## config.mk

```make
export PLATFORM = sky130hd
export DESIGN_NAME = trace_capture_top
export DESIGN_NICKNAME = d
export VERILOG_FILES = /design/src/design/trace_pkg.sv /design/src/design/trace_sync_decode.sv /design/src/design/rule_matcher.sv /design/src/design/trigger_pulse.sv /design/src/design/match_event_record.sv /design/src/design/trace_capture_top.sv
export SDC_FILE = /design/constraint.sdc
export NUM_CORES = 1
export LEC_CHECK = 0
export BUFFER_PORTS_ARGS = -buffer_cell sky130_fd_sc_hd__buf_2
export CAP_MARGIN = 20
export CORE_ASPECT_RATIO = 1.1
export CORE_MARGIN = 2
export CORE_UTILIZATION = 35
export DETAILED_ROUTE_END_ITERATION = 10
export PLACE_DENSITY = 0.73
export SLEW_MARGIN = 20
export SYNTH_ARGS = -nofsm -noshare
export SYNTH_HDL_FRONTEND = slang
export SYNTH_SLANG_ARGS = --single-unit
export TNS_END_PERCENT = 5
```

## constraint.sdc

```tcl
create_clock -name trace_clk -period 2.6 [get_ports trace_clk]
set_input_delay 0.78 -clock trace_clk [delete_from_list [all_inputs] [get_ports trace_clk]]
set_output_delay 0.78 -clock trace_clk [all_outputs]
set_load 0.01 [all_outputs]
```

## src/design/trace_pkg.sv

```systemverilog
/*
  shared widths, sync word and record layouts for the trace capture front end
  4-bit trace port only; the window holds the last 8 nibbles, newest in the low bits
  a set mask bit means that window bit takes part in the compare
  counters and the event delta saturate instead of wrapping
*/
package trace_pkg;

  localparam int TRACE_NIBBLE_BITS = 4;
  localparam int WINDOW_BITS       = 32;
  localparam int NUM_RULES         = 4;
  localparam int COUNT_BITS        = 8;   // hit counters, stop at 255
  localparam int DELTA_BITS        = 16;  // event timestamp, stops at 65535
  localparam int DELAY_BITS        = 16;
  localparam int WIDTH_BITS        = 8;

  // nibble 7 followed by seven nibbles of F
  localparam logic [WINDOW_BITS-1:0] SYNC_WORD = 32'h7fff_ffff;

  // one match rule
  typedef struct packed {
    logic                   enable;
    logic                   trig_en;  // rule may fire the trigger
    logic [WINDOW_BITS-1:0] pattern;
    logic [WINDOW_BITS-1:0] mask;
  } rule_cfg_t;

  typedef rule_cfg_t [NUM_RULES-1:0] rule_cfg_array_t;

  // trigger pulse settings
  typedef struct packed {
    logic [DELAY_BITS-1:0] delay;  // cycles before the pulse starts
    logic [WIDTH_BITS-1:0] width;  // pulse length, 0 disables
  } trig_cfg_t;

  // one match event
  typedef struct packed {
    logic [NUM_RULES-1:0]  rule_vec;
    logic [DELTA_BITS-1:0] delta;  // cycles since previous event
  } match_event_t;

  typedef logic [NUM_RULES-1:0][COUNT_BITS-1:0] rule_count_array_t;

endpackage

```

## src/design/trace_sync_decode.sv

```systemverilog
/*
  nibble window and sync tracking for a 4-bit trace port
  synchronized is sticky, only reset clears it
  the window register itself carries no reset, it shifts on every edge
*/
`timescale 1ns/1ps

module trace_sync_decode import trace_pkg::*; (
  input  logic                         trace_clk,
  input  logic                         reset,
  input  logic [TRACE_NIBBLE_BITS-1:0] trace_data,
  output logic [WINDOW_BITS-1:0]       window,
  output logic                         window_valid,
  output logic                         synchronized
);

  logic sync_seen;  // window holds the sync word right now

  assign sync_seen = (window == SYNC_WORD);

  // newest nibble enters at the bottom, oldest drops off the top
  always_ff @(posedge trace_clk) begin
    window <= {window[WINDOW_BITS-TRACE_NIBBLE_BITS-1:0], trace_data};
  end

  always_ff @(posedge trace_clk) begin
    if (reset) begin
      synchronized <= 1'b0;
    end else if (sync_seen) begin
      synchronized <= 1'b1;  // one cycle after the sync window
    end
  end

  // sync windows themselves are not trace content
  assign window_valid = synchronized && !sync_seen;

endmodule

```

## src/design/rule_matcher.sv

```systemverilog
/*
  parallel masked compare of the trace window against all rules
  match_vec and match_valid are registered, one cycle after window_valid
  match_valid only rises when at least one enabled rule hits
  per-rule hit counters saturate at all ones
*/
`timescale 1ns/1ps

module rule_matcher import trace_pkg::*; (
  input  logic                   trace_clk,
  input  logic                   reset,
  input  logic [WINDOW_BITS-1:0] window,
  input  logic                   window_valid,
  input  rule_cfg_array_t        rule_cfg,
  output logic                   match_valid,
  output logic [NUM_RULES-1:0]   match_vec,
  output rule_count_array_t      rule_count
);

  logic [NUM_RULES-1:0] hit;

  // only masked bits take part in the compare
  always_comb begin
    for (int i = 0; i < NUM_RULES; i++) begin
      hit[i] = rule_cfg[i].enable &&
               ((window & rule_cfg[i].mask) == (rule_cfg[i].pattern & rule_cfg[i].mask));
    end
  end

  always_ff @(posedge trace_clk) begin
    if (reset) begin
      match_valid <= 1'b0;
      match_vec   <= '0;
    end else begin
      match_valid <= window_valid && (|hit);
      match_vec   <= window_valid ? hit : '0;
    end
  end

  // counts move on the same edge that registers match_vec
  always_ff @(posedge trace_clk) begin
    if (reset) begin
      rule_count <= '0;
    end else begin
      for (int i = 0; i < NUM_RULES; i++) begin
        if (window_valid && hit[i] && !(&rule_count[i]))
          rule_count[i] <= rule_count[i] + 1'b1;  // stops at the cap
      end
    end
  end

endmodule

```

## src/design/trigger_pulse.sv

```systemverilog
/*
  single delayed trigger pulse from matches on trigger-enabled rules
  the pulse starts delay+1 cycles after the edge that takes the match
  and lasts width cycles; width 0 never fires
  matches while delaying or pulsing are dropped, arm is sampled only when idle
*/
`timescale 1ns/1ps

module trigger_pulse import trace_pkg::*; (
  input  logic                 trace_clk,
  input  logic                 reset,
  input  logic                 arm,
  input  logic                 match_valid,
  input  logic [NUM_RULES-1:0] match_vec,
  input  rule_cfg_array_t      rule_cfg,
  input  trig_cfg_t            trig_cfg,
  output logic                 trig_out
);

  typedef enum logic [1:0] {IDLE, DELAYING, PULSING} state_t;

  state_t                state;
  logic [DELAY_BITS-1:0] cnt;         // shared by delay and width phases
  logic [NUM_RULES-1:0]  trig_rules;
  logic                  start;

  always_comb begin
    for (int i = 0; i < NUM_RULES; i++) begin
      trig_rules[i] = rule_cfg[i].trig_en;
    end
  end

  assign start = arm && match_valid && (|(match_vec & trig_rules)) &&
                 (trig_cfg.width != '0);

  always_ff @(posedge trace_clk) begin
    if (reset) begin
      state    <= IDLE;
      cnt      <= '0;
      trig_out <= 1'b0;
    end else begin
      case (state)
        IDLE: begin
          if (start) begin
            state <= DELAYING;
            cnt   <= trig_cfg.delay;
          end
        end
        DELAYING: begin
          if (cnt == '0) begin
            state    <= PULSING;
            trig_out <= 1'b1;
            cnt      <= DELAY_BITS'(trig_cfg.width - 1'b1);  // remaining high cycles
          end else begin
            cnt <= cnt - 1'b1;
          end
        end
        PULSING: begin
          if (cnt == '0) begin
            state    <= IDLE;
            trig_out <= 1'b0;
          end else begin
            cnt <= cnt - 1'b1;
          end
        end
        default: state <= IDLE;
      endcase
    end
  end

endmodule

```

## src/design/match_event_record.sv

```systemverilog
/*
  turns each match strobe into a timestamped event, one cycle later
  delta counts edges since the previous event, or since reset ended
  delta saturates at all ones; payload is only meaningful with event_valid
*/
`timescale 1ns/1ps

module match_event_record import trace_pkg::*; (
  input  logic                 trace_clk,
  input  logic                 reset,
  input  logic                 match_valid,
  input  logic [NUM_RULES-1:0] match_vec,
  output logic                 event_valid,
  output match_event_t         event_data
);

  logic [DELTA_BITS-1:0] gap_cnt;
  logic [DELTA_BITS-1:0] gap_next;

  assign gap_next = (&gap_cnt) ? gap_cnt : gap_cnt + 1'b1;  // saturating step

  always_ff @(posedge trace_clk) begin
    if (reset) begin
      gap_cnt     <= '0;
      event_valid <= 1'b0;
    end else begin
      event_valid <= match_valid;
      gap_cnt     <= match_valid ? '0 : gap_next;  // restart on each event
    end
  end

  always_ff @(posedge trace_clk) begin
    if (match_valid) begin
      event_data.rule_vec <= match_vec;
      event_data.delta    <= gap_next;
    end
  end

endmodule

```

## src/design/trace_capture_top.sv

```systemverilog
/*
  trace capture front end, everything on trace_clk
  configuration ports are expected to be static while capturing
  match_valid lands 2 cycles after the completing nibble, event_valid 3
*/
`timescale 1ns/1ps

module trace_capture_top import trace_pkg::*; (
  input  logic                         trace_clk,
  input  logic                         reset,
  input  logic [TRACE_NIBBLE_BITS-1:0] trace_data,
  input  logic                         arm,
  input  rule_cfg_array_t              rule_cfg,
  input  trig_cfg_t                    trig_cfg,
  output logic                         synchronized,
  output logic                         trig_out,
  output logic                         event_valid,
  output match_event_t                 event_data,
  output rule_count_array_t            rule_count
);

  logic [WINDOW_BITS-1:0] window;
  logic                   window_valid;
  logic                   match_valid;
  logic [NUM_RULES-1:0]   match_vec;

  trace_sync_decode u_sync_decode (
    .trace_clk    (trace_clk),
    .reset        (reset),
    .trace_data   (trace_data),
    .window       (window),
    .window_valid (window_valid),
    .synchronized (synchronized)
  );

  rule_matcher u_rule_matcher (
    .trace_clk    (trace_clk),
    .reset        (reset),
    .window       (window),
    .window_valid (window_valid),
    .rule_cfg     (rule_cfg),
    .match_valid  (match_valid),
    .match_vec    (match_vec),
    .rule_count   (rule_count)
  );

  trigger_pulse u_trigger_pulse (
    .trace_clk   (trace_clk),
    .reset       (reset),
    .arm         (arm),
    .match_valid (match_valid),
    .match_vec   (match_vec),
    .rule_cfg    (rule_cfg),
    .trig_cfg    (trig_cfg),
    .trig_out    (trig_out)
  );

  match_event_record u_event_record (
    .trace_clk   (trace_clk),
    .reset       (reset),
    .match_valid (match_valid),
    .match_vec   (match_vec),
    .event_valid (event_valid),
    .event_data  (event_data)
  );

endmodule

```

# After elaboration in Yosys (flattened, before gate mapping)
# Cells that the tools add are included.
[totals] regBits=126 in_bits=295 out_inout_bits=55 wordCells=94
[op_classes] n_addsub=7 n_eq_ne=11 n_mux=12 bitwise_logic=10 reduce_logical=39
[ops] op="$and A32 B32 Y32" count=8
[ops] op="$eq A32 B32 Y1" count=4
[ops] op="$mux W16" count=4
[ops] op="$pmux W16 S3" count=1
[ops] op="$add A8 B1 Y8 const B" count=4
[ops] op="$eq A32 B31 Y1 const B" count=1
[ops] op="$reduce_and A8 Y1" count=4
[ops] op="$logic_and A1 B1 Y1" count=17
[ops] op="$add A16 B1 Y16 const B" count=1
[ops] op="$logic_not A16 Y1" count=1
[ops] op="$reduce_and A16 Y1" count=1
[ops] op="$sub A16 B1 Y16 const B" count=1
[ops] op="$reduce_and A3 Y1" count=3
[ops] op="$sub A8 B1 Y9 const B" count=1
[ops] op="$reduce_bool A8 Y1" count=1
[ops] op="$reduce_or A4 Y1" count=2
[ops] op="$mux W2" count=3
[ops] op="$ne A2 B1 Y1 const B" count=3
[ops] op="$pmux W2 S3" count=1
[ops] op="$logic_not A1 Y1" count=5
[ops] op="$and A4 B4 Y4" count=1
[ops] op="$reduce_or A2 Y1" count=2
[ops] op="$reduce_bool A3 Y1" count=1
[ops] op="$eq A2 B1 Y1 const B" count=1
[ops] op="7 further kinds" count=8

# Depth between registers and ports, before layout
# Gate-level depths: netlist of the first run.
[logic_depth] ltp_word=6 ltp_mapped=10 ltp_nobuf=9

# Cells and area by module
# Synthesis of the first run repeated with hierarchy kept, for this count alone.
[unflattened] cells_unflattened=875 hier_area_um2=7951.4
[by_module_without_submodules] module="rule_matcher" instances=1 cells_per_inst=468 area_each_um2=3792.4 seq_area_each_um2=740.7
[by_module_without_submodules] module="trigger_pulse" instances=1 cells_per_inst=240 area_each_um2=1855.5 seq_area_each_um2=380.4
[by_module_without_submodules] module="match_event_record" instances=1 cells_per_inst=121 area_each_um2=1542.7 seq_area_each_um2=940.9
[by_module_without_submodules] module="trace_sync_decode" instances=1 cells_per_inst=46 area_each_um2=760.7 seq_area_each_um2=660.6

# Worst setup path before layout of the first run
# Ideal clock, no wire load.
[synth_path] path_kind="input -> register" from="input trig_cfg[5] (netlist name)" to="register u_trigger_pulse.cnt[12]" setup_ns=0.128 arrival_time_ns=2.367 required_time_ns=2.472 path_slack_ns=0.106 path_stages=7 path_buffers=1 path_cell_list="or4_4 nor4_2 o31a_1 a211oi_2 buf_6 a22oi_1 nor2_1"
[synth_via] elab_chain_cells=4 word_cells_on_any_way=7 cone_classes="add/sub (1); eq/ne (1); mux (2); reduce/logical (3)"
[synth_lines] element="start: declaration" line_no="trace_capture_top.sv:14" source="input trig_cfg_t trig_cfg,"
[synth_lines] element="branches (longest 4 deep; another with $sub A8 B1 Y9)"
[synth_lines] element="end signal: assignment" line_no="trigger_pulse.sv:46" source="cnt <= trig_cfg.delay;"
[synth_lines] element="end signal: assignment" line_no="trigger_pulse.sv:53" source="cnt <= DELAY_BITS'(trig_cfg.width - 1'b1);"
[synth_lines] element="end signal: assignment" line_no="trigger_pulse.sv:55" source="cnt <= cnt - 1'b1;"
[synth_lines] element="end: declaration" line_no="trigger_pulse.sv:23" source="logic [DELAY_BITS-1:0] cnt;"
# Several ways; the timed one is not identified.
# A chain may end at the register's enable or synchronous reset.

# Final worst setup path of the first run
[layout_path] from="register u_sync_decode.window[29]" to="register u_rule_matcher.rule_count[7] (netlist name)"
[layout_via] elab_chain_cells=5 word_cells_on_any_way=8 cone_classes="eq/ne (2); bitwise (1); reduce/logical (5)"
[layout_lines] element="start: declaration" line_no="trace_sync_decode.sv:12" source="output logic [WINDOW_BITS-1:0] window,"
[layout_lines] element="start signal: assignment" line_no="trace_sync_decode.sv:23" source="window <= {window[WINDOW_BITS-TRACE_NIBBLE_BITS-1:0], trace_data};"
[layout_lines] element="$and A32 B32 Y32 / $eq A32 B31 Y1 (equally long branches)" line_no="rule_matcher.sv:26, trace_sync_decode.sv:19"
[layout_lines] element="$eq A32 B32 Y1 / $logic_not A1 Y1 (equally long branches)" line_no="rule_matcher.sv:26, trace_sync_decode.sv:35"
[layout_lines] element="$logic_and A1 B1 Y1, on equally long branches" line_no="rule_matcher.sv:25, trace_sync_decode.sv:35"
[layout_lines] element="$logic_and A1 B1 Y1 * (2 in series)" line_no="rule_matcher.sv:46" source="if (window_valid && hit[i] && !(&rule_count[i]))"
[layout_lines] element="end signal: indexed assignment" line_no="rule_matcher.sv:47" source="rule_count[i] <= rule_count[i] + 1'b1;"
[layout_lines] element="end: declaration" line_no="rule_matcher.sv:17" source="output rule_count_array_t rule_count"
# Every way passes the cells marked *; elsewhere a longest branch is shown, timed or not.

==> out/qor.log, run 1 <==
[placement] number of I/O port buffers 349
[power_and_ir_drop] power per standard cell area 613 nW/um^2
[clocking] count of buffers added by post-CTS timing repair for setup 0
[clocking] clock-pin slew on the worst setup and hold paths 0.06 ns
[detailed_routing] violation count after the first detailed-route iteration 422
[yosys] area fraction in compound gates after synthesis 18.6%
[power_and_ir_drop] leakage power figure 4.44 nW
[floorplan] horizontal die dimension 142 um
[detailed_routing] via count normalized by instance count 5.23
[clocking] total CTS buffers 17
[yosys] number of cells produced by synthesis 774
[placement] placement-stage cell area 9510 um^2
[worst_setup_path] CP Capture Type register
[yosys] count of flip-flops with a built-in enable after synthesis 20
[flow_run] maxcap violations 0
[yosys] net count after synthesis 1080
[yosys] Post-Synth XOR/XNOR Area 18.9%
[global_route] global route total overflow 0
[yosys] most common flop cell mapped by yosys sky130_fd_sc_hd__dfxtp_1
[yosys] number of different library cells in the post-synthesis netlist 63
[detailed_routing] Pre-antenna DRT Iters 5
[worst_setup_path] Worst Path Class, Setup reg -> reg
[placement] estimated wirelength of the detail-placed design 23200 um
[yosys] post-synthesis sequential area ratio 37.2%
[clocking] total of hold buffers inserted after clock tree synthesis 0
[floorplan] standard-cell row count 55
[worst_setup_path] number of cells on the worst reg-to-reg path 9
[sta] Rel. slew slack 58.3%
[floorplan] DIE HEIGHT 156 um
[placement] final weighted congestion of routability-driven global placement 0.931
[yosys] total number of yosys warnings 0
[yosys] number of storage elements in the synthesis netlist 126
[final_layout] final non-filler cell area 10100 um^2
[detailed_routing] Routed Wire Length 28200 um
[power_and_ir_drop] overall power consumption 0.00620 W
[worst_setup_path] critical path startpoint category register
[clocking] Clock Tree Root sky130_fd_sc_hd__clkbuf_16
[global_route] overall global routing resource usage 25.4%
[sta] maximum clock skew at final layout 0.0128 ns
[worst_setup_path] slack of the worst reg-to-reg path 0.03 ns
[power_and_ir_drop] worst-case vdd ir drop 0.422 mV
[floorplan] io pins 350
[clocking] total number of H-tree levels 4
[worst_hold_path] hold path endpoint u_event_record.event_data[18]$_DFFE_PP_
[yosys] syn_area_per_cell 9.45 um^2
[sta] number of hold violations in the final report 0
[yosys] Simple-Gate Fraction of Synth Area 17.0%
[sta] Worst-Margin Slew 0.624 ns
[worst_setup_path] critical path data arrival time 2.92 ns
[global_route] via count of the first global-routing pass 7449
[global_route] maximum number of pins on one net before global-route repair 36
[clocking] number of clock sinks 126
[worst_setup_path] beginning of the critical path u_sync_decode.window[29]$_DFF_P_
[global_route] first-pass GRT wire length 42000 um
[clocking] number of buffers between clock root and the deepest sink 2
[clocking] insertion delay of the later-clocked pin in the worst-skew pair 0.43 ns
[detailed_routing] average detailed-routed wire length per instance 19.8 um
[sta] pins over their slew limit 0
[worst_setup_path] WP data required 2.95 ns
[final_layout] fraction of final layout cells sized beyond drive strength 1 41.7%
[sta] worst hold margin 0.432 ns
[floorplan] Die Area 22100 um^2
[floorplan] CORE AREA 20600 um^2
[sta] Max Clk Rate 388 MHz
[sta] ratio of final minimum period to clock period 99.0%
[detailed_routing] via count 7447
[yosys] post-synth design cell area 7320 um^2
[worst_setup_path] worst reg2reg path startpoint u_sync_decode.window[29]$_DFF_P_
[worst_hold_path] worst hold path startpoint u_rule_matcher.match_vec[2]$_SDFF_PP0_
[final_layout] synthesis-to-layout area growth 38.3%
[detailed_routing] count of unresolved DRC violations after routing 0
[final_layout] final standard cell utilization of the core 49.2%
[worst_setup_path] endpoint of the most critical register-to-register path u_rule_matcher.rule_count[7]$_SDFFE_PP0P_
[final_layout] net count of the finished layout 1453
[yosys] multiplexer share of the synthesized area 0.992%
[worst_hold_path] kind of path behind the tightest hold check reg -> reg
[clocking] clock tree from TritonCTS yes
[yosys] async set-reset flop share out of synthesis 0%
[worst_hold_path] instance count along the most critical hold path 0
[global_route] antenna violations before repair 12
[yosys] adder-cell share of the synthesized area 1.88%
[sta] setup-violating endpoint count in the final report 0
[detailed_routing] Final ANT Viol Nets 0
[outcome] outcome finished clean
[sta] Tmin final 2.57 ns
[yosys] combinational family with the most area after synthesis XOR/XNOR gates
[worst_setup_path] CP Max Fanout 9
[floorplan] starting density of the core 35.6%
[sta] Sum Neg Setup Slack 0 ns
[cell usage after synthesis, types with 14 or more instances]
| library cell | number | share of area (%) |
|---|---|---|
| sky130_fd_sc_hd__o21ai_0 | 14 | 0.96 |
| sky130_fd_sc_hd__buf_2 | 24 | 1.6 |
| sky130_fd_sc_hd__nand4_1 | 27 | 2.3 |
| sky130_fd_sc_hd__xnor2_1 | 15 | 1.8 |
| sky130_fd_sc_hd__xor2_1 | 143 | 17 |
| sky130_fd_sc_hd__nand3_1 | 18 | 1.2 |
| sky130_fd_sc_hd__nor2_1 | 37 | 1.9 |
| sky130_fd_sc_hd__edfxtp_1 | 20 | 8.2 |
| sky130_fd_sc_hd__nand2_1 | 45 | 2.3 |
| sky130_fd_sc_hd__a22oi_1 | 42 | 4.3 |
| sky130_fd_sc_hd__buf_6 | 14 | 2.2 |
| sky130_fd_sc_hd__inv_1 | 16 | 0.82 |
| sky130_fd_sc_hd__dfxtp_1 | 106 | 29 |
| sky130_fd_sc_hd__a21oi_1 | 37 | 2.5 |
[cell families after synthesis]
kind of cell,Yosys count
flops,126
simple gates,222
xor+xnor,158
compound gates,180
fa+ha+maj,11
buf+inv,70
mux,7
[timing repair]
action,CTS,global route
pin swaps,0,1
endpoints found under the setup margin,2,21
gates resized for setup,1,9
cloned,0,0
[flip-flops by register name, indices dropped and copies added (netlist names)]
signal                      count
u_trigger_pulse.cnt            16
u_rule_matcher.match_valid      1
u_rule_matcher.rule_count      32
u_event_record.event_valid      1
u_event_record.event_data      20
u_trigger_pulse.state           2
u_sync_decode.window           32
u_event_record.gap_cnt         16
u_trigger_pulse.trig_out        1
u_sync_decode.synchronized      1
u_rule_matcher.match_vec        4
[layer usage]
| layer | up-vias | part of all wire (%) | global-route usage (%) |
|---|---|---|---|
| met5 | - | 0.10 | 0 |
| met4 | 6 | 2.7 | 9.33 |
| met3 | 53 | 6.7 | 6.05 |
| met2 | 287 | 50 | 44.5 |
| met1 | 3531 | 41 | 30.2 |
| li1 | 3570 | - | - |
[worst max-delay path, stage by stage (launching register included)]
cell and delay [ns]:
sky130_fd_sc_hd__dfxtp_1 0.33, sky130_fd_sc_hd__buf_4 0.17, sky130_fd_sc_hd__xor2_1 0.15, sky130_fd_sc_hd__a22oi_1 0.29
sky130_fd_sc_hd__nand4_1 0.37, sky130_fd_sc_hd__nor3_2 0.21, sky130_fd_sc_hd__buf_4 0.15, sky130_fd_sc_hd__nand3_2 0.16
sky130_fd_sc_hd__or4_1 0.51, sky130_fd_sc_hd__a21oi_1 0.15
[layout by cell type, fill, tap and decap left out, drive strengths merged, types with 21 or more instances in the layout]
| master | netlist | routed |
|---|---|---|
| buf | 41 | 408 |
| xor2 | 143 | 143 |
| dfxtp | 106 | 106 |
| nand2 | 46 | 46 |
| a22oi | 42 | 42 |
| a21oi | 42 | 42 |
| nor2 | 37 | 37 |
| nand4 | 27 | 27 |
| nand3 | 21 | 21 |
[metrics by stage]
step,std cells,worst slack (ns)
floorplan,774,0.106
global placement,1384,-0.271
detailed placement,1384,-0.295
CTS,1416,0.0156
global route,1421,-0.0147
finish,1423,0.0254
[power by group]
group	total [W]	internal (W)	switching, W
clock network	0.00229	0.00133	0.000953
logic	0.00173	0.000800	0.000929
registers	0.00218	0.00205	0.000130
[worst max-delay path by stage]
stage	end	slack [ns]
after global placement	u_rule_matcher.rule_count[7]$_SDFFE_PP0P_	-0.27
final	u_rule_matcher.rule_count[7]$_SDFFE_PP0P_	0.03
after CTS	u_rule_matcher.rule_count[5]$_SDFFE_PP0P_	0.02
after floorplan	u_trigger_pulse.cnt[12]$_SDFFE_PP0P_	0.11
after detailed placement	u_rule_matcher.rule_count[7]$_SDFFE_PP0P_	-0.29
after global routing	u_rule_matcher.rule_count[5]$_SDFFE_PP0P_	-0.01
[area by class of cell]
| class | instances | area, um^2 |
|---|---|---|
| Tap cell | 256 | 320 |
| Fill cell | 1944 | 10500 |
| Antenna cell | 7 | 17.5 |
| Clock buffer | 18 | 429 |
| Multi-Input combinational cell | 578 | 4210 |
| Timing Repair Buffer | 408 | 2210 |
| Inverter | 16 | 60.1 |
| Clock inverter | 14 | 138 |
| Sequential cell | 126 | 2730 |
Power figures use the tool's default switching activity.
==> run 2: changes to the inputs <==
--- a/config.mk
+++ b/config.mk
@@ -5,13 +5,14 @@
 export SDC_FILE = /design/constraint.sdc
 export NUM_CORES = 1
 export LEC_CHECK = 0
+export ABC_AREA = 1
 export BUFFER_PORTS_ARGS = -buffer_cell sky130_fd_sc_hd__buf_2
 export CAP_MARGIN = 20
 export CORE_ASPECT_RATIO = 1.1
 export CORE_MARGIN = 2
 export CORE_UTILIZATION = 35
 export DETAILED_ROUTE_END_ITERATION = 10
-export PLACE_DENSITY = 0.73
+export PLACE_DENSITY = 0.7
 export SLEW_MARGIN = 20
 export SYNTH_ARGS = -nofsm -noshare
 export SYNTH_HDL_FRONTEND = slang
==> out/qor.log, run 2 <==
[final_layout] synthesis-to-layout area growth 29.4%
[floorplan] standard-cell row count 62 [+13%]
[yosys] post-synth design cell area 9260 um^2 [+27%]
[yosys] number of storage elements in the synthesis netlist 126 [unchanged]
[sta] Worst-Margin Slew 0.590 ns [-0.0337 ns]
[worst_setup_path] number of cells on the worst reg-to-reg path 12 [+3]
[final_layout] largest registers u_rule_matcher.rule_count (32), u_sync_decode.window (32), u_event_record.event_data (20)
[global_route] maximum number of pins on one net before global-route repair 36 [unchanged]
[sta] Sum Neg Setup Slack 0 ns [unchanged]
[floorplan] Die Area 27800 um^2 [+26%]
[worst_setup_path] Most Frequent Cell on Critical Path sky130_fd_sc_hd__nand2_1
[detailed_routing] violation count after the first detailed-route iteration 718 [+70%]
[worst_setup_path] critical path data arrival time 2.49 ns [-0.43 ns]
[detailed_routing] Pre-antenna DRT Iters 5 [unchanged]
[final_layout] net count of the finished layout 2164 [+49%]
[global_route] first-pass GRT wire length 56400 um [+34%]
[sta] ratio of final minimum period to clock period 84.7% [-14 points]
[worst_setup_path] Worst Path Class, Setup reg -> reg
[clocking] clock tree from TritonCTS yes
[detailed_routing] count of unresolved DRC violations after routing 0 [unchanged]
[yosys] cell type with the highest aggregate area in the netlist sky130_fd_sc_hd__dfxtp_1
[yosys] async set-reset flop share out of synthesis 0% [unchanged]
[yosys] synth cell count leaders 505 x sky130_fd_sc_hd__nand2_1, 192 x sky130_fd_sc_hd__inv_1, 172 x sky130_fd_sc_hd__nand3_1, 123 x sky130_fd_sc_hd__nor2_1, 106 x sky130_fd_sc_hd__dfxtp_1
[detailed_routing] average detailed-routed wire length per instance 16.4 um [-17%]
[yosys] most common flop cell mapped by yosys sky130_fd_sc_hd__dfxtp_1
[global_route] antenna violations before repair 5 [-7]
[yosys] post-synthesis sequential area ratio 29.4% [-7.8 points]
[yosys] number of cells produced by synthesis 1499 [+94%]
[floorplan] DIE HEIGHT 175 um [+12%]
[sta] maximum clock skew at final layout 0.0144 ns [+0.00158 ns]
[placement] placement-stage cell area 11400 um^2 [+20%]
[worst_setup_path] CP Max Fanout 7 [-2]
[worst_setup_path] cell chain of the critical path inv_1 > nand2_1 > nand3_1 > nand2_1 > nor2_1 > nand2_1 > nor2_1 > nand2_1 > nor2_2 > nand3_1 > nand2_1 > a21oi_1
[detailed_routing] via count 10854 [+46%]
[sta] worst hold margin 0.430 ns [-0.00188 ns]
[sta] setup-violating endpoint count in the final report 0 [unchanged]
[sta] pins over their slew limit 0 [unchanged]
[worst_setup_path] endpoint of the most critical register-to-register path u_rule_matcher.rule_count[28]$_SDFFE_PP0P_
[clocking] total of hold buffers inserted after clock tree synthesis 0 [unchanged]
[worst_hold_path] instance count along the most critical hold path 0 [unchanged]
[clocking] Clock Tree Root sky130_fd_sc_hd__clkbuf_16
[power_and_ir_drop] leakage power figure 6.42 nW [+45%]
[clocking] insertion delay of the later-clocked pin in the worst-skew pair 0.42 ns [about the same]
[floorplan] CORE AREA 26100 um^2 [+27%]
[final_layout] commonest non-fill, non-tap cell in the layout sky130_fd_sc_hd__nand2_1
[final_layout] fraction of final layout cells sized beyond drive strength 1 27.0% [-15 points]
[clocking] clock-pin slew on the worst setup and hold paths 0.06 ns [about the same]
[final_layout] final non-filler cell area 12000 um^2 [+18%]
[yosys] most instantiated library cell after synthesis sky130_fd_sc_hd__nand2_1
[outcome] outcome finished clean
[clocking] total number of H-tree levels 4 [unchanged]
[detailed_routing] via count normalized by instance count 4.88 [-6.8%]
[worst_setup_path] max incr delay on CP 0.39 ns [-0.12 ns]
[sta] Rel. slew slack 60.6% [+2.3 points]
[worst_setup_path] slowest stage cell on the critical path sky130_fd_sc_hd__dfxtp_1
[power_and_ir_drop] power per standard cell area 633 nW/um^2 [+3.3%]
[detailed_routing] Routed Wire Length 36500 um [+30%]
[worst_setup_path] CP Capture Type register
[sta] Max Clk Rate 454 MHz [+17%]
[worst_setup_path] beginning of the critical path u_sync_decode.window[5]$_DFF_P_
[worst_hold_path] kind of path behind the tightest hold check reg -> reg
[floorplan] io pins 350 [unchanged]
[clocking] number of buffers between clock root and the deepest sink 2 [unchanged]
[yosys] count of flip-flops with a built-in enable after synthesis 20 [unchanged]
[sta] Tmin final 2.20 ns [-0.371 ns]
[sta] RSZ-0062 raised after global routing false
[worst_setup_path] worst path bufs/invs 1 [-1]
[worst_setup_path] Worst setup endpoint u_rule_matcher.rule_count[28]$_SDFFE_PP0P_
[yosys] total number of yosys warnings 0 [unchanged]
[yosys] number of different library cells in the post-synthesis netlist 47 [-25%]
[yosys] net count after synthesis 1805 [+67%]
[floorplan] starting density of the core 35.5% [-0.048 points]
[global_route] global route total overflow 0 [unchanged]
[flow_run] maxcap violations 0 [unchanged]
[floorplan] horizontal die dimension 159 um [+12%]
[placement] number of I/O port buffers 349 [unchanged]
[clocking] quantity of gates resized following cts 0 [-1]
[clocking] count of buffers added by post-CTS timing repair for setup 0 [unchanged]
[placement] estimated wirelength of the detail-placed design 30800 um [+33%]
[worst_setup_path] WP data required 2.89 ns [-0.06 ns]
[yosys] Synth top area share 22.9% [-6.1 points]
[global_route] via count of the first global-routing pass 10551 [+42%]
[worst_setup_path] cell family with most CP delay simple AND/OR/NAND/NOR gates
[worst_setup_path] critical path startpoint category register
[worst_setup_path] number of stages on the worst setup path 12 [+3]
[final_layout] commonest non-fill, non-tap cells in the layout 505 x sky130_fd_sc_hd__nand2_1, 349 x sky130_fd_sc_hd__buf_2, 192 x sky130_fd_sc_hd__inv_1
[yosys] leading post-synthesis cells by cell area sky130_fd_sc_hd__dfxtp_1 23%, sky130_fd_sc_hd__nand2_1 20%, sky130_fd_sc_hd__nand3_1 9.3%
[clocking] number of clock sinks 126 [unchanged]
[final_layout] final standard cell utilization of the core 45.9% [-3.2 points]
[global_route] overall global routing resource usage 26.3% [+0.85 points]
[placement] final weighted congestion of routability-driven global placement 0.935 [+0.45%]
[power_and_ir_drop] worst-case vdd ir drop 0.661 mV [+57%]
[detailed_routing] Final ANT Viol Nets 0 [unchanged]
[sta] number of hold violations in the final report 0 [unchanged]
[worst_setup_path] slack of the worst reg-to-reg path 0.40 ns [+0.37 ns]
[worst_setup_path] worst reg2reg path startpoint u_sync_decode.window[5]$_DFF_P_
[yosys] syn_area_per_cell 6.18 um^2 [-35%]
[clocking] total CTS buffers 17 [unchanged]
==> run 2: cell count changes in the layout (fill, tap and decap cells not counted), sizes merged, moves of 42 or more <==
| cell | before | now |
|---|---|---|
| buf | 408 | 361 |
| inv | 20 | 241 |
| nand2 | 46 | 518 |
| xor2 | 143 | 36 |
| nor2 | 37 | 145 |
| nand3 | 21 | 185 |
| a22oi | 42 | 0 |
| nand4 | 27 | 70 |
==> run 2: stage by stage <==
stage	setup slack (ns)	cells	power, W
final	0.397	2226	0.00758
after detailed placement	0.0733	2191	0.00525
after floorplan	0.524	1499	0.00440
after global routing	0.235	2226	0.00810
after CTS	0.445	2223	0.00762
after global placement	0.145	2191	0.00521
==> run 2: worst reg2reg max path: cells and delay by family (launching register included) <==
family	cells	cell delay, ns
and+or+nand+nor	10	1.44
AOI/OAI and AO/OA	1	0.06
DFF	1	0.39
buffers and inverters	1	0.17
==> run 2: cell families (layout without fill, tap and decap cells) <==
| logic type | after synthesis | count (layout) | synth area share [%] |
|---|---|---|---|
| AOI/OAI and AO/OA | 94 | 94 | 5.62 |
| xor gates and xnor gates | 45 | 45 | 4.26 |
| adders and majority gates | 11 | 11 | 1.49 |
| buffers and inverters | 257 | 629 | 11.0 |
| DFF | 126 | 126 | 29.4 |
| other | 0 | 3 | 0 |
| and+or+nand+nor | 966 | 966 | 48.3 |
==> run 2: how the worst min path moves through the flow <==
| stage | to | slack, ns | from |
|---|---|---|---|
| 2_1_floorplan | u_sync_decode.window[24]$_DFF_P_ | 0.35 | u_sync_decode.window[20]$_DFF_P_ |
| 3_3_place_gp | u_event_record.event_data[16]$_DFFE_PP_ | 0.41 | u_rule_matcher.match_vec[0]$_SDFF_PP0_ |
| 3_5_place_dp | u_event_record.event_data[16]$_DFFE_PP_ | 0.41 | u_rule_matcher.match_vec[0]$_SDFF_PP0_ |
| 4_1_cts | u_event_record.event_data[16]$_DFFE_PP_ | 0.43 | u_rule_matcher.match_vec[0]$_SDFF_PP0_ |
| 5_1_grt | u_event_record.event_data[16]$_DFFE_PP_ | 0.44 | u_rule_matcher.match_vec[0]$_SDFF_PP0_ |
| 6_report | u_event_record.event_data[16]$_DFFE_PP_ | 0.43 | u_rule_matcher.match_vec[0]$_SDFF_PP0_ |
==> run 2: where the power goes <==
group	total [W]	internal (W)	leakage [nW]	switching (W)
clock	0.00234	0.00133	0.270	0.00101
combinational	0.00295	0.00111	5.12	0.00184
sequential	0.00229	0.00211	1.03	0.000179
total	0.00758	0.00454	6.42	0.00304
==> run 2: cell type report <==
class,count,area (um^2)
Clock inverter,15,136
Inverter,236,888
Antenna cell,3,7.51
Tap cell,352,440
Fill cell,2712,14100
Multi-Input combinational cell,1116,5520
Clock buffer,17,425
Sequential cell,126,2720
Timing Repair Buffer,361,1840
==> run 2: routing by layer <==
layer | vias to the layer above | GRT usage [%] | wire, um
met1 | 4801 | 29.7 | 14600
met4 | 0 | 12.5 | 1690
met5 | - | 0 | 0
met2 | 471 | 47.2 | 17800
met3 | 80 | 5.23 | 2390
li1 | 5502 | - | -
==> run 3: changes to the inputs <==
--- a/config.mk
+++ b/config.mk
@@ -5,14 +5,14 @@
 export SDC_FILE = /design/constraint.sdc
 export NUM_CORES = 1
 export LEC_CHECK = 0
-export ABC_AREA = 1
+export ABC_AREA = 0
 export BUFFER_PORTS_ARGS = -buffer_cell sky130_fd_sc_hd__buf_2
 export CAP_MARGIN = 20
 export CORE_ASPECT_RATIO = 1.1
 export CORE_MARGIN = 2
 export CORE_UTILIZATION = 35
 export DETAILED_ROUTE_END_ITERATION = 10
-export PLACE_DENSITY = 0.7
+export PLACE_DENSITY = 0.73
 export SLEW_MARGIN = 20
 export SYNTH_ARGS = -nofsm -noshare
 export SYNTH_HDL_FRONTEND = slang
==> constraint.sdc (replaced) <==
create_clock -name trace_clk -period 1.8 [get_ports trace_clk]
set_input_delay 0.54 -clock trace_clk [delete_from_list [all_inputs] [get_ports trace_clk]]
set_output_delay 0.54 -clock trace_clk [all_outputs]
set_load 0.01 [all_outputs]
==> out/qor.log, run 3 (synthesis results as in run 1) <==
[outcome] outcome complete, but fails checks
[outcome] failing checks negative setup slack
[clocking] total number of H-tree levels 4 [unchanged]
[worst_setup_path] CP Max Fanout 5 [-2]
[global_route] maximum number of pins on one net before global-route repair 33 [-8.3%]
[clocking] number of clock sinks 126 [unchanged]
[global_route] via count of the first global-routing pass 7946 [-25%]
[clocking] number of buffers between clock root and the deepest sink 2 [unchanged]
[floorplan] standard-cell row count 55 [-11%]
[sta] RSZ-0062 raised after global routing true
[worst_hold_path] instance count along the most critical hold path 1 [+1]
[final_layout] largest registers u_rule_matcher.rule_count (32), u_sync_decode.window (32), u_event_record.event_data (20)
[floorplan] horizontal die dimension 142 um [-11%]
[clocking] insertion delay of the later-clocked pin in the worst-skew pair 0.42 ns [about the same]
[floorplan] Die Area 22100 um^2 [-20%]
[sta] ratio of final minimum period to clock period 128% [+44 points]
[floorplan] io pins 350 [unchanged]
[worst_setup_path] critical path startpoint category register
[flow_run] maxcap violations 0 [unchanged]
[sta] worst hold margin 0.220 ns [-0.211 ns]
[final_layout] fraction of final layout cells sized beyond drive strength 1 51.7% [+25 points]
[sta] number of hold violations in the final report 0 [unchanged]
[sta] Max Clk Rate 432 MHz [-4.7%]
[detailed_routing] via count normalized by instance count 5.16 [+5.9%]
[detailed_routing] met1 wire length 11400 um [-22%]
[sta] maximum clock skew at final layout 0.0101 ns [-0.00423 ns]
[worst_setup_path] Worst Path Class, Setup reg -> reg
[sta] Rel. slew slack 67.4% [+6.8 points]
[detailed_routing] count of unresolved DRC violations after routing 0 [unchanged]
[final_layout] commonest non-fill, non-tap cells in the layout 350 x sky130_fd_sc_hd__buf_2, 142 x sky130_fd_sc_hd__xor2_1, 131 x sky130_fd_sc_hd__buf_4
[final_layout] Filler Cell Count 1853 [-32%]
[detailed_routing] average detailed-routed wire length per instance 18.6 um [+14%]
[detailed_routing] met3 wire len 1310 um [-45%]
[worst_setup_path] worst reg2reg path startpoint u_sync_decode.window[24]$_DFF_P_
[placement] estimated wirelength of the detail-placed design 23100 um [-25%]
[global_route] overall global routing resource usage 25.4% [-0.89 points]
[sta] pins over their slew limit 0 [unchanged]
[placement] number of I/O port buffers 349 [unchanged]
[floorplan] starting density of the core 35.6% [+0.048 points]
[final_layout] commonest non-fill, non-tap cell in the layout sky130_fd_sc_hd__buf_2
[global_route] first-pass GRT wire length 42400 um [-25%]
[clocking] total CTS buffers 17 [unchanged]
[placement] final weighted congestion of routability-driven global placement 0.924 [-1.2%]
[worst_setup_path] number of cells on the worst reg-to-reg path 9 [-3]
[final_layout] storage element area 2790 um^2 [+2.6%]
[sta] setup-violating endpoint count in the final report 55 [+55]
[detailed_routing] via count 7870 [-27%]
[final_layout] net count of the finished layout 1558 [-28%]
[power_and_ir_drop] worst-case vdd ir drop 0.673 mV [+1.7%]
[clocking] clock-pin slew on the worst setup and hold paths 0.06 ns [about the same]
[detailed_routing] Final ANT Viol Nets 0 [unchanged]
[power_and_ir_drop] overall power consumption 0.00969 W [+28%]
[worst_setup_path] CP Capture Type register
[final_layout] area taken by multi-input logic gates 4480 um^2 [-19%]
[power_and_ir_drop] leakage power figure 5.10 nW [-21%]
[detailed_routing] highest routing layer actually used met4
[clocking] Clock Tree Root sky130_fd_sc_hd__clkbuf_16
[detailed_routing] Pre-antenna DRT Iters 5 [unchanged]
[global_route] antenna violations before repair 4 [-1]
[detailed_routing] Routed Wire Length 28400 um [-22%]
[worst_hold_path] worst hold path startpoint trace_data[1]
[worst_hold_path] hold path endpoint u_sync_decode.window[1]$_DFF_P_
[floorplan] CORE AREA 20600 um^2 [-21%]
[final_layout] synthesis-to-layout area growth 55.9%
[placement] DP Worst Slack -0.948 ns [-1.02 ns]
[floorplan] DIE HEIGHT 156 um [-11%]
[global_route] global route total overflow 0 [unchanged]
[detailed_routing] violation count after the first detailed-route iteration 430 [-40%]
[worst_setup_path] slack of the worst reg-to-reg path -0.51 ns [-0.91 ns]
[sta] Worst-Margin Slew 0.487 ns [-0.103 ns]
[sta] min setup slack post-route -0.513 ns [-0.910 ns]
[power_and_ir_drop] power per standard cell area 850 nW/um^2 [+34%]
[worst_hold_path] kind of path behind the tightest hold check in -> reg
[clocking] clock tree from TritonCTS yes
[detailed_routing] met2 wirelength from detailed routing 14800 um [-17%]
[worst_setup_path] WP data required 2.14 ns [-0.75 ns]
[worst_setup_path] critical path data arrival time 2.65 ns [+0.16 ns]
[worst_setup_path] endpoint of the most critical register-to-register path u_rule_matcher.rule_count[7]$_SDFFE_PP0P_
[sta] Tmin final 2.31 ns [+0.110 ns]
[clocking] total of hold buffers inserted after clock tree synthesis 0 [unchanged]
## run 3: cell types whose count changed in the layout (fill, tap and decap cells not counted), moves of 41 or more
cell                      before  now
sky130_fd_sc_hd__buf_4        12  131
sky130_fd_sc_hd__inv_1       192   14
sky130_fd_sc_hd__inv_2        43    2
sky130_fd_sc_hd__nand2_1     505   45
sky130_fd_sc_hd__nand3_1     172   15
sky130_fd_sc_hd__nor2_1      123   35
sky130_fd_sc_hd__xor2_1       36  142
## run 3: area by class of cell
cell class | instances | share of cell area (%)
diodes | 3 | 0.0658
clock buffers | 17 | 3.73
clock inverters | 15 | 1.50
inverters | 16 | 0.527
multi-input cells | 580 | 39.2
flip-flops and latches | 126 | 24.5
well taps | 256 | 2.81
repair buffers | 511 | 27.6
## run 3: how the worst max path moves through the flow
stage / to / start / depth (start not counted) / slack [ns]
after floorplan: u_trigger_pulse.cnt[7]$_SDFFE_PP0P_ / u_trigger_pulse.cnt[0]$_SDFFE_PP0P_ / 10 / -0.38
after global placement: u_rule_matcher.rule_count[28]$_SDFFE_PP0P_ / rule_cfg[257] / 10 / -0.91
after detailed placement: u_rule_matcher.rule_count[28]$_SDFFE_PP0P_ / rule_cfg[261] / 10 / -0.95
after CTS: u_rule_matcher.rule_count[5]$_SDFFE_PP0P_ / u_sync_decode.window[24]$_DFF_P_ / 9 / -0.49
after global routing: u_rule_matcher.rule_count[7]$_SDFFE_PP0P_ / u_sync_decode.window[5]$_DFF_P_ / 9 / -0.63
final: u_rule_matcher.rule_count[7]$_SDFFE_PP0P_ / u_sync_decode.window[24]$_DFF_P_ / 9 / -0.51
## run 3: repair_timing
item                                    CTS  global route
cloned                                    2             1
buffers inserted                          6             1
hold endpoints to repair                  0             0
endpoints found under the setup margin   72            74
gates resized for setup                  94            20
pin swaps                                57            16
## run 3: layer usage
layer	track usage, %	vias to the layer above
met5	0	-
met4	9.43	0
met3	3.87	48
met2	46.8	310
met1	29.5	3727
li1	-	3785
## run 3: worst max-delay path, stage by stage, from the launching register on
cell	delay (ns)
sky130_fd_sc_hd__dfxtp_4	0.37
sky130_fd_sc_hd__buf_6	0.12
sky130_fd_sc_hd__xor2_1	0.15
sky130_fd_sc_hd__a22oi_1	0.19
sky130_fd_sc_hd__buf_4	0.17
sky130_fd_sc_hd__nand4_1	0.16
sky130_fd_sc_hd__nor3_4	0.22
sky130_fd_sc_hd__nand3_2	0.16
sky130_fd_sc_hd__or4_1	0.54
sky130_fd_sc_hd__a21oi_1	0.15
## run 3: where the power goes
part	switching, W	internal [W]
sequential	0.000133	0.00296
combinational	0.00154	0.00160
clock	0.00129	0.00217
## run 3: per-stage QoR
step / area [um^2] / setup TNS (ns) / utilization [%] / instances
3_5_place_dp: 10400 / -36.15 / 50.4 / 1481
3_3_place_gp: 10400 / -35.52 / 50.4 / 1481
6_report: 11400 / -16.84 / 55.4 / 1524
2_1_floorplan: 7350 / -13.27 / - / 774
4_1_cts: 11300 / -17.24 / 55.0 / 1520
5_1_grt: 11400 / -24.10 / 55.4 / 1523
